--- src/reorder_pkg.sv ---
// ******************************
// Read reorder unit shared sizes, slot index type, port structs and the
// issue stage state encoding
// ******************************
`default_nettype none

package reorder_pkg;

    // Scoreboard depth; must stay a power of two so the ring pointers wrap
    localparam int N_ENTRIES = 16;
    localparam int IDX_BITS = $clog2(N_ENTRIES);

    // Client side widths
    localparam int ADDR_BITS = 16;
    localparam int DATA_BITS = 32;
    localparam int META_BITS = 4;

    // Slots held back from allocation, so 15 of 16 can be outstanding
    localparam int MIN_FREE_SLOTS = 1;

    typedef logic [IDX_BITS-1:0] idx_t;

    // Read request as the client presents it
    typedef struct packed {
        logic [ADDR_BITS-1:0] addr;
        logic [META_BITS-1:0] meta;
    } rd_req_t;

    // Read request tagged with its scoreboard slot, sent to memory
    typedef struct packed {
        idx_t                 idx;
        logic [ADDR_BITS-1:0] addr;
    } mem_req_t;

    // Memory answer; the slot index says where the data is sorted in
    typedef struct packed {
        idx_t                 idx;
        logic [DATA_BITS-1:0] data;
    } mem_rsp_t;

    // In-order response back to the client
    typedef struct packed {
        logic [DATA_BITS-1:0] data;
        logic [META_BITS-1:0] meta;
    } rd_rsp_t;

    // Holding register of the issue stage is either free or holds a request
    typedef enum logic {
        ISSUE_EMPTY,
        ISSUE_HELD
    } issue_state_t;

endpackage

`default_nettype wire
--- src/read_reorder_unit.sv ---
// ******************************
// Read reorder unit top. Issue stage, scoreboard and output drain stage
// ******************************
`timescale 1ns/1ps
`default_nettype none

module read_reorder_unit
    import reorder_pkg::*;
(
    input  logic     clk,
    input  logic     reset_n,

    // Client request
    input  rd_req_t  req,
    input  logic     req_valid,
    output logic     req_ready,

    // Memory request
    output mem_req_t mem_req,
    output logic     mem_req_valid,
    input  logic     mem_req_ready,

    // Memory response, any order, always accepted
    input  mem_rsp_t mem_rsp,
    input  logic     mem_rsp_valid,

    // Client response in request order
    output rd_rsp_t  rsp,
    output logic     rsp_valid,
    input  logic     rsp_ready
);

    // Issue stage to scoreboard
    logic                 alloc_en;
    logic [META_BITS-1:0] alloc_meta;
    idx_t                 alloc_idx;
    logic                 not_full;

    // Scoreboard to drain stage
    logic    deq_en;
    logic    not_empty;
    rd_rsp_t head;

    request_issue issue (
        .clk           (clk),
        .reset_n       (reset_n),
        .req           (req),
        .req_valid     (req_valid),
        .req_ready     (req_ready),
        .not_full      (not_full),
        .alloc_idx     (alloc_idx),
        .alloc_en      (alloc_en),
        .alloc_meta    (alloc_meta),
        .mem_req       (mem_req),
        .mem_req_valid (mem_req_valid),
        .mem_req_ready (mem_req_ready)
    );

    // Memory responses write straight into the scoreboard
    reorder_scoreboard scoreboard (
        .clk        (clk),
        .reset_n    (reset_n),
        .alloc_en   (alloc_en),
        .alloc_meta (alloc_meta),
        .not_full   (not_full),
        .alloc_idx  (alloc_idx),
        .data_en    (mem_rsp_valid),
        .data_rsp   (mem_rsp),
        .deq_en     (deq_en),
        .not_empty  (not_empty),
        .head       (head)
    );

    response_drain drain (
        .clk       (clk),
        .reset_n   (reset_n),
        .not_empty (not_empty),
        .head      (head),
        .deq_en    (deq_en),
        .rsp       (rsp),
        .rsp_valid (rsp_valid),
        .rsp_ready (rsp_ready)
    );

endmodule

`default_nettype wire

--- src/response_drain.sv ---
// ******************************
// Output stage. Dequeues the oldest complete entry into a register and
// holds it while the client stalls
// ******************************
`timescale 1ns/1ps
`default_nettype none

module response_drain
    import reorder_pkg::*;
(
    input  logic    clk,
    input  logic    reset_n,

    // Scoreboard head
    input  logic    not_empty,
    input  rd_rsp_t head,
    output logic    deq_en,

    // Ordered client response
    output rd_rsp_t rsp,
    output logic    rsp_valid,
    input  logic    rsp_ready
);

    logic out_free;

    // A new entry can be loaded when the register is empty or
    // is handed to the client in this cycle
    assign out_free = !rsp_valid || rsp_ready;
    assign deq_en = not_empty && out_free;

    always_ff @(posedge clk)
    begin
        if (!reset_n)
        begin
            rsp_valid <= 1'b0;
        end
        else if (deq_en)
        begin
            rsp_valid <= 1'b1;
        end
        else if (rsp_ready)
        begin
            rsp_valid <= 1'b0;
        end
    end

    // Payload only changes on a dequeue, so it stays put under a stall
    always_ff @(posedge clk)
    begin
        if (deq_en)
        begin
            rsp <= head;
        end
    end

endmodule

`default_nettype wire

--- src/request_issue.sv ---
// ******************************
// Issue stage. Takes client reads, allocates a slot and holds the tagged
// memory request until the memory accepts it
// ******************************
`timescale 1ns/1ps
`default_nettype none

module request_issue
    import reorder_pkg::*;
(
    input  logic                 clk,
    input  logic                 reset_n,

    // Client request
    input  rd_req_t              req,
    input  logic                 req_valid,
    output logic                 req_ready,

    // Scoreboard allocation
    input  logic                 not_full,
    input  idx_t                 alloc_idx,
    output logic                 alloc_en,
    output logic [META_BITS-1:0] alloc_meta,

    // Memory request
    output mem_req_t             mem_req,
    output logic                 mem_req_valid,
    input  logic                 mem_req_ready
);

    issue_state_t state;
    mem_req_t     held;

    logic hold_free;
    logic accept;

    // The holding register can be refilled in the cycle it is emptied
    assign hold_free = (state == ISSUE_EMPTY) || mem_req_ready;
    assign req_ready = hold_free && not_full;
    assign accept = req_valid && req_ready;

    // The slot is allocated in the cycle the client request is taken
    assign alloc_en = accept;
    assign alloc_meta = req.meta;

    always_ff @(posedge clk)
    begin
        if (!reset_n)
        begin
            state <= ISSUE_EMPTY;
        end
        else if (accept)
        begin
            state <= ISSUE_HELD;
        end
        else if (mem_req_ready)
        begin
            state <= ISSUE_EMPTY;
        end
    end

    // Address and its new slot index travel together to memory
    always_ff @(posedge clk)
    begin
        if (accept)
        begin
            held <= '{idx: alloc_idx, addr: req.addr};
        end
    end

    assign mem_req = held;
    assign mem_req_valid = (state == ISSUE_HELD);

endmodule

`default_nettype wire

--- src/reorder_scoreboard.sv ---
// ******************************
// Reorder scoreboard. Hands out ring slots in order, sorts late data in by
// slot index and presents the oldest entry once its data is present
// ******************************
`timescale 1ns/1ps
`default_nettype none

module reorder_scoreboard
    import reorder_pkg::*;
(
    input  logic                 clk,
    input  logic                 reset_n,

    // Slot allocation, meta is stored with the new slot
    input  logic                 alloc_en,
    input  logic [META_BITS-1:0] alloc_meta,
    output logic                 not_full,
    output idx_t                 alloc_idx,

    // Data arrival by slot index; there is no ready, data is always taken
    input  logic                 data_en,
    input  mem_rsp_t             data_rsp,

    // Ordered output of the oldest entry
    input  logic                 deq_en,
    output logic                 not_empty,
    output rd_rsp_t              head
);

    // Pointer space with one extra bit for comparing wrapped pointers
    typedef logic [IDX_BITS:0] ptr_ext_t;

    idx_t newest;
    idx_t oldest;
    idx_t oldest_next;
    idx_t oldest_plus1;

    logic newest_ge_oldest;

    logic [DATA_BITS-1:0] data_rd;
    logic [META_BITS-1:0] meta_rd;

    // Arrival bits, next value and registered copy
    logic [N_ENTRIES-1:0] arrived;
    logic [N_ENTRIES-1:0] arrived_q;

    // Arrival bits of head and the entry after it, taken last cycle
    logic [1:0] head_arrived_q;
    logic       deq_en_q;

    // Delayed reset for the wide arrival vector
    logic reset_n_q;

    // Free space is judged with MIN_FREE_SLOTS held in reserve. When newest
    // has wrapped below oldest, oldest is compared without the extra bit
    assign newest_ge_oldest = (newest >= oldest);
    assign not_full = (ptr_ext_t'({1'b0, newest}) + ptr_ext_t'(MIN_FREE_SLOTS)) <
                      ptr_ext_t'({newest_ge_oldest, oldest});

    // A new entry always goes to the newest slot
    assign alloc_idx = newest;

    always_ff @(posedge clk)
    begin
        if (!reset_n)
        begin
            newest <= '0;
        end
        else if (alloc_en)
        begin
            newest <= newest + idx_t'(1);
        end
    end

    // Oldest moves on by one for each dequeue
    assign oldest_next = oldest + idx_t'(deq_en);
    assign oldest_plus1 = oldest + idx_t'(1);

    always_ff @(posedge clk)
    begin
        if (!reset_n)
        begin
            oldest <= '0;
        end
        else
        begin
            oldest <= oldest_next;
        end
    end

    // Both RAMs are read at the pointer oldest will hold next cycle, so the
    // head word is ready by the time not_empty can rise for it
    dualport_ram #(
        .WIDTH (DATA_BITS)
    ) data_ram (
        .clk   (clk),
        .wen   (data_en),
        .waddr (data_rsp.idx),
        .wdata (data_rsp.data),
        .raddr (oldest_next),
        .rdata (data_rd)
    );

    // Meta comes in at allocation time with the slot index
    dualport_ram #(
        .WIDTH (META_BITS)
    ) meta_ram (
        .clk   (clk),
        .wen   (alloc_en),
        .waddr (newest),
        .wdata (alloc_meta),
        .raddr (oldest_next),
        .rdata (meta_rd)
    );

    assign head = '{data: data_rd, meta: meta_rd};

    // Clear the head bit on dequeue and set a bit on data arrival
    always_comb
    begin
        arrived = arrived_q;
        if (deq_en)
        begin
            arrived[oldest] = 1'b0;
        end
        if (data_en)
        begin
            arrived[data_rsp.idx] = 1'b1;
        end
    end

    // Nothing can be dequeued in the first cycle out of reset, so the
    // arrival state may come out of reset a cycle late
    always_ff @(posedge clk)
    begin
        reset_n_q <= reset_n;
    end

    always_ff @(posedge clk)
    begin
        if (!reset_n_q)
        begin
            arrived_q      <= '0;
            head_arrived_q <= 2'b00;
            deq_en_q       <= 1'b0;
        end
        else
        begin
            arrived_q <= arrived;
            // Keep only the two bits that can be the head next cycle
            head_arrived_q <= {arrived_q[oldest_plus1], arrived_q[oldest]};
            deq_en_q       <= deq_en;
        end
    end

    // If the head was dequeued last cycle, the entry after it is now head
    assign not_empty = head_arrived_q[deq_en_q];

endmodule

`default_nettype wire

--- src/dualport_ram.sv ---
// ******************************
// Scoreboard storage with one write port and one registered read port
// ******************************
`timescale 1ns/1ps
`default_nettype none

module dualport_ram
    import reorder_pkg::*;
#(
    parameter int WIDTH = DATA_BITS
)
(
    input  logic             clk,

    // Write port, used when data or meta is stored by slot index
    input  logic             wen,
    input  idx_t             waddr,
    input  logic [WIDTH-1:0] wdata,

    // Read port; the word shows up the cycle after raddr is presented
    input  idx_t             raddr,
    output logic [WIDTH-1:0] rdata
);

    // One word per scoreboard slot
    logic [WIDTH-1:0] mem [N_ENTRIES];

    always_ff @(posedge clk)
    begin
        if (wen)
        begin
            mem[waddr] <= wdata;
        end
    end

    // A read of the address being written returns the old word, and the
    // new word follows one cycle later since raddr is read every cycle
    always_ff @(posedge clk)
    begin
        rdata <= mem[raddr];
    end

endmodule

`default_nettype wire

--- config.mk ---
export PLATFORM = sky130hd
export DESIGN_NAME = read_reorder_unit
export DESIGN_NICKNAME = d
export VERILOG_FILES = /design/src/reorder_pkg.sv /design/src/read_reorder_unit.sv /design/src/response_drain.sv /design/src/request_issue.sv /design/src/reorder_scoreboard.sv /design/src/dualport_ram.sv
export SDC_FILE = /design/constraint.sdc
export NUM_CORES = 1
export LEC_CHECK = 0
export BUFFER_PORTS_ARGS = -buffer_cell sky130_fd_sc_hd__buf_2
export CORE_MARGIN = 5
export CORE_UTILIZATION = 55
export DETAILED_ROUTE_END_ITERATION = 10
export PLACE_DENSITY = 0.71
export SYNTH_ARGS = -nofsm -noshare
export SYNTH_HDL_FRONTEND = slang
export SYNTH_HIERARCHICAL = 1
export SYNTH_SLANG_ARGS = --single-unit
--- constraint.sdc ---
create_clock -name clk -period 5.9 [get_ports clk]
set_input_delay 1.18 -clock clk [delete_from_list [all_inputs] [get_ports clk]]
set_output_delay 1.18 -clock clk [all_outputs]
set_load 0.05 [all_outputs]
# == Yosys cells after proc, flatten, opt, wreduce, memory -nomap -nowiden ==
# Memory sizes are Yosys's and may differ from the RTL's. A register that Yosys moved wholly into a read port is not among the register bits.
# Index checks and enable logic that the tools add are counted.
# classes
n_addsub,4
n_lt_le_gt_ge,8
muxes,20
bitwise,4
reduce_logical,10
# ops
op,count
$mux W16,2
$and A16 B16 Y16,1
$not A16 Y16,1
$or A16 B16 Y16,1
$lt A4 B5 Y1 const B,3
$mux W1,14
$add A4 B1 Y4 const B,2
$bmux W1 S4,2
$demux W1 S4,2
$ge A4 B1 Y1 const B,2
$add A4 B1 Y5 const B,1
$logic_and A1 B1 Y1,5
$lt A5 B5 Y1,1
$add A4 B1 Y4,1
$ge A4 B4 Y1,1
$reduce_bool A2 Y1,2
$logic_or A1 B1 Y1,2
$lt A1 B2 Y1 const B,1
$logic_not A1 Y1,1
$not A1 Y1,1
# totals
reg_bits,86
ramBits,576
input_bits,62
output_inout_bits,59
wordCells,60
mem_count,2
# mem_list
name,words,width,rd,rd_clocked_by_memory_dff,write_ports,line_no,text
scoreboard.data_ram.mem,16,32,1,1,1,dualport_ram.sv:26,logic [WIDTH-1:0] mem [N_ENTRIES];
scoreboard.meta_ram.mem,16,4,1,1,1,dualport_ram.sv:26,

# == Logic depth before layout (Yosys ltp) ==
# logic_depth
word_depth,9
ltp_mapped,13
depth_no_buf,13

# == Cells and area by module ==
# The synthesis kept the hierarchy.
# by_module_without_submodules
module,instances,cells_each,area_per_inst_um2
dualport_ram (scoreboard.data_ram),1,838,19854.0
dualport_ram (scoreboard.meta_ram),1,130,2666.3
reorder_scoreboard,1,169,1652.8
response_drain,1,40,1128.6
request_issue,1,30,704.4

# == Least setup slack after synthesis ==
# Ideal clock, no wire load.
# synth_timing
path_type,input to register
start,in rsp_ready
end,"reg scoreboard.data_ram.rdata[0], read port of scoreboard.data_ram.mem"
setup_time_ps,60
arrival_ps,4830
required_time_ps,5840
path_slack_ps,1010
cell_stages,10
n_path_buf,2
cell_sequence,nor2b_4 -> nor2b_1 -> ha_1 -> nand3_1 -> xnor2_1 -> nor2b_1 -> clkbuf_1 -> clkbuf_1 -> a22oi_1 -> nand2_1
# synth_between
elab_chain_cells,3
# synth_rtl
item,line_no,text
start: declaration,read_reorder_unit.sv:30,input logic rsp_ready
$logic_or A1 B1 Y1,response_drain.sv:29,assign out_free = !rsp_valid || rsp_ready;
$logic_and A1 B1 Y1,response_drain.sv:30,assign deq_en = not_empty && out_free;
via deq_en,read_reorder_unit.sv:40,logic deq_en;
$add A4 B1 Y4,reorder_scoreboard.sv:76,assign oldest_next = oldest + idx_t'(deq_en);
via scoreboard.oldest_next[3],reorder_scoreboard.sv:35,idx_t oldest_next;
end: declaration,dualport_ram.sv:22,output logic [WIDTH-1:0] rdata
# The timed path passes the listed nets, and every way through them passes these cells.
# A chain may end at the register's enable or synchronous reset.

# == Final worst setup path ==
# layout_timing
start,reg scoreboard.oldest[0]
end,out req_ready
# layout_between
elab_chain_cells,3
# layout_rtl
item,line_no,text
start: declaration,reorder_scoreboard.sv:34,idx_t oldest;
start signal: assignment,reorder_scoreboard.sv:87,oldest <= oldest_next;
$ge A4 B4 Y1,reorder_scoreboard.sv:56,assign newest_ge_oldest = (newest >= oldest);
$lt A5 B5 Y1 (*),reorder_scoreboard.sv:57,"assign not_full = (ptr_ext_t'({1'b0, newest}) + ptr_ext_t'(MIN_FREE_SLOTS)) <"
via not_full,read_reorder_unit.sv:37,logic not_full;
$logic_and A1 B1 Y1 (*),request_issue.sv:39,assign req_ready = hold_free && not_full;
end: declaration,read_reorder_unit.sv:16,"output logic req_ready,"
# Mark *: on every way through the listed nets, which the timed path passes. The rest lies on a longest branch.

==> results by group <==
Placement
  – Port bufs: 120
  – GP Congestion: ~0.75
  – Final HPWL DP: 28430 µm
  – DP Area: 27500 µm²

Flow run
  – Max-cap viol count: 0

Route
  – DR vias/cell: 6.048
  – TritonRoute pass-1 iters: 5
  – DR vias: 12310
  – Initial DRC Count: 1281
  – DRC Markers: 0
  – Final ANT Viol Nets: 0
  – Final wirelength: 53330 µm
  – Average wire per standard cell: 26.19 µm

Pwr
  – Pwr per Cell Area: 342.5 nW/µm²
  – Peak supply drop: 206.3 µV
  – Leak Pwr: 9.547 nW
  – Total Power: 10.18 mW

Clocking
  – # clock sinks: ~700
  – Post-CTS Resized: 0
  – Num CTS Buffers: 69
  – CTS tree: done
  – Clock Latency Late Sink: approximately 600 ps
  – Root Driver: clkbuf_16
  – Post-CTS setup buffers: 0
  – Clock Path Buffers: 3
  – CTS Hold Bufs: 0
  – H-tree depth: 3
  – Reg clk slew, reported paths: around 60 ps

Global routing
  – Initial antenna violation count: 3
  – Overflow after GRT: 0
  – Vias in the first global route: 12560
  – Global-route wire length before repair: 79870 µm
  – GRT Util Overall: 0.2104
  – Largest net degree at the start of global routing: 55

Floorplan
  – Die W: 227.5 µm
  – Die ar.: about 52000 µm²
  – Die H: 227.5 µm
  – Core Area: 46650 µm²
  – # rows: between 70 and 80
  – IO Count: about 120
  – Starting density of the core: 0.5574

Final layout
  – Antenna Cells: 0
  – Design Area, Final: 29730 µm²
  – Most frequent cells in the layout: edfxtp_1, mux4_2, buf_2, clkbuf_16, a22oi_1
  – Layout cells sized above 1: 0.2939
  – Most common cell after layout, fill and taps aside: edfxtp_1
  – Area Growth Syn to Fin: 14.32%
  – Nets@finish: 1452

Critical path
  – Reg-to-reg slack, setup: ~1800 ps
  – Crit Path Max Fanout: 15
  – Reg2reg path depth: 12
  – Startpoint Class: flip-flop
  – Worst R2R Start: scoreboard/oldest[0]
  – Crit Path Class: flip-flop to output pin
  – Worst Path Required: 4720 ps
  – Worst reg2reg path endpoint: scoreboard/meta_ram/mem[0][1]
  – Cell chain of the critical path: ha_1 > nand2b_1 > a21o_1 > a21o_1 > a21oi_1 > ha_1 > a21oi_1 > and2_4 > buf_2
  – Worst path arrival time: 3210 ps
  – Worst Setup End Kind: output pin
  – Crit path max-delay cell type: dfxtp_1
  – CP max stage delay: 750 ps

Timing
  – Final number of setup-violating endpoints: 0
  – Setup TNS: 0 ps
  – Final Cycle Share: 0.7445
  – Worst Skew: 24.66 ps
  – Post-layout min period: 4393 ps
  – RSZ-0062 raised after global routing: no
  – Final Hold Viols: 0
  – Rel. slew slack: 0.06651
  – Actual slew at the worst max-slew pin: 1393 ps
  – Max Slew Vio Count: 0
  – Peak Freq: 0.2276 GHz

Outcome
  – Run status: finished clean

Synth
  – Yosys reg bits: 698
  – Synthesis Warnings: 6
  – Synth Instances: 1207
  – Synth unique cells: 41
  – Post-Syn Area: 26010 µm²
  – Mean Syn Cell Area: 21.55 µm²
  – Syn_nets: 1285
  – Register area share after synthesis: 0.7806

Min path
  – Hold depth: 0
  – Hold Path Origin: scoreboard/meta_ram/rdata[3]
  – Hold Crit Class: flip-flop to flip-flop
  – Hold endpoint: drain/rsp[3]
[metal layers]
layer  GRT usage  part of all wire  vias up
met4     0.04958             0.015        6
met3     0.04230             0.083       63
met5           0           0.00064        -
li1            -                 -     5332
met2      0.3393              0.49      495
met1      0.3050              0.41     6417
[synth_stat cells]
cell type	instances	area, µm²
inv_1	5	18.77
nor3b_1	1	7.510
a22oi_1	68	510.5
nor3_1	8	40.04
edfxtp_1	632	18980
o21ai_0	13	65.06
dfxtp_1	66	1321
o21a_1	2	15.01
nand4_1	1	6.260
and3b_1	1	8.760
nand2b_4	1	13.76
mux2i_1	1	10.01
buf_12	1	20.02
and2_1	10	62.56
ha_1	16	200.2
and2_4	1	8.760
a21boi_0	16	120.1
xor2_1	4	35.03
buf_1	10	37.54
nand2_1	63	236.5
buf_2	5	25.02
xnor2_1	5	43.79
nor2_1	28	105.1
nand2_2	1	6.260
a21boi_2	1	11.26
a21o_1	2	15.01
clkbuf_1	21	78.83
and3_1	3	18.77
nand3b_1	4	30.03
nand3_1	19	95.09
a21oi_1	2	10.01
mux4_2	135	3040
buf_4	15	112.6
o31ai_1	4	30.03
mux2_2	1	11.26
buf_6	4	45.04
nand2b_1	6	37.54
or3b_2	2	17.52
mux4_1	18	473.0
nor2b_1	9	56.30
nor2b_4	2	27.53
[cell type report]
cell class                      count  area [µm²]
Clock buffer                       95        1948
Clock inverter                     31       277.8
Fill cell                        3103       16930
Inverter                            5       18.77
Multi-Input combinational cell    448        5535
Sequential cell                   698       20300
Tap cell                          607       759.5
Timing Repair Buffer              152       890.9
[kinds of logic after synthesis]
group | count (synthesis) | share of synthesized area
AOI/OAI and AO/OA | 108 | 0.02988
xor gates and xnor gates | 9 | 0.003031
adders and majority gates | 16 | 0.007698
buffers and inverters | 61 | 0.01299
DFF | 698 | 0.7806
muxes | 155 | 0.1359
and+or+nand+nor | 160 | 0.02993
[sequential cells by signal (all words and copies together) (netlist names)]
register and cells:
scoreboard/data_ram/mem 512, scoreboard/meta_ram/mem 64, drain/rsp 36, scoreboard/data_ram/rdata 32, issue/mem_req 20, scoreboard/arrived_q 16, scoreboard/alloc_idx 4, scoreboard/meta_ram/rdata 4
scoreboard/oldest 4, scoreboard/head_arrived_q 2, drain/rsp_valid 1, issue/mem_req_valid 1, scoreboard/deq_en_q 1, scoreboard/reset_n_q 1
[critical path, delay by kind of cell, from the launching register on]
family | cells | cell delay [ps]
flops | 1 | 750
compound gates | 4 | 710
fa+ha+maj | 2 | 600
simple gates | 2 | 330
buf+inv | 1 | 250
[per-stage QoR]
step | setup WS (ps) | hold slack [ps] | utilization | cells
after detailed placement | 1798 | 388.7 | 0.5895 | 1910
after floorplan | 1010 | 385.5 | - | 1207
after global placement | 1914 | 385.6 | 0.5895 | 1910
after CTS | 1457 | 401.6 | 0.6372 | 2036
final | 1507 | 400.9 | 0.6372 | 2036
after global routing | 1272 | 405.6 | 0.6372 | 2036
[power breakdown]
part	leakage (nW)	internal, mW	switching (mW)
combinational	2.20	0.121	0.236
clock	1.08	2.50	1.78
sequential	6.27	5.51	0.0382
[worst max path at each step]
| stage | from | to |
|---|---|---|
| 2_1_floorplan | rsp_ready | scoreboard/data_ram/rdata[0] |
| 3_3_place_gp | scoreboard/oldest[0] | scoreboard/meta_ram/mem[0][0] |
| 3_5_place_dp | scoreboard/oldest[0] | scoreboard/meta_ram/mem[0][1] |
| 4_1_cts | scoreboard/oldest[0] | req_ready |
| 5_1_grt | scoreboard/oldest[0] | req_ready |
| 6_report | scoreboard/oldest[0] | req_ready |
Note: power is estimated with default switching activity, not from simulation.
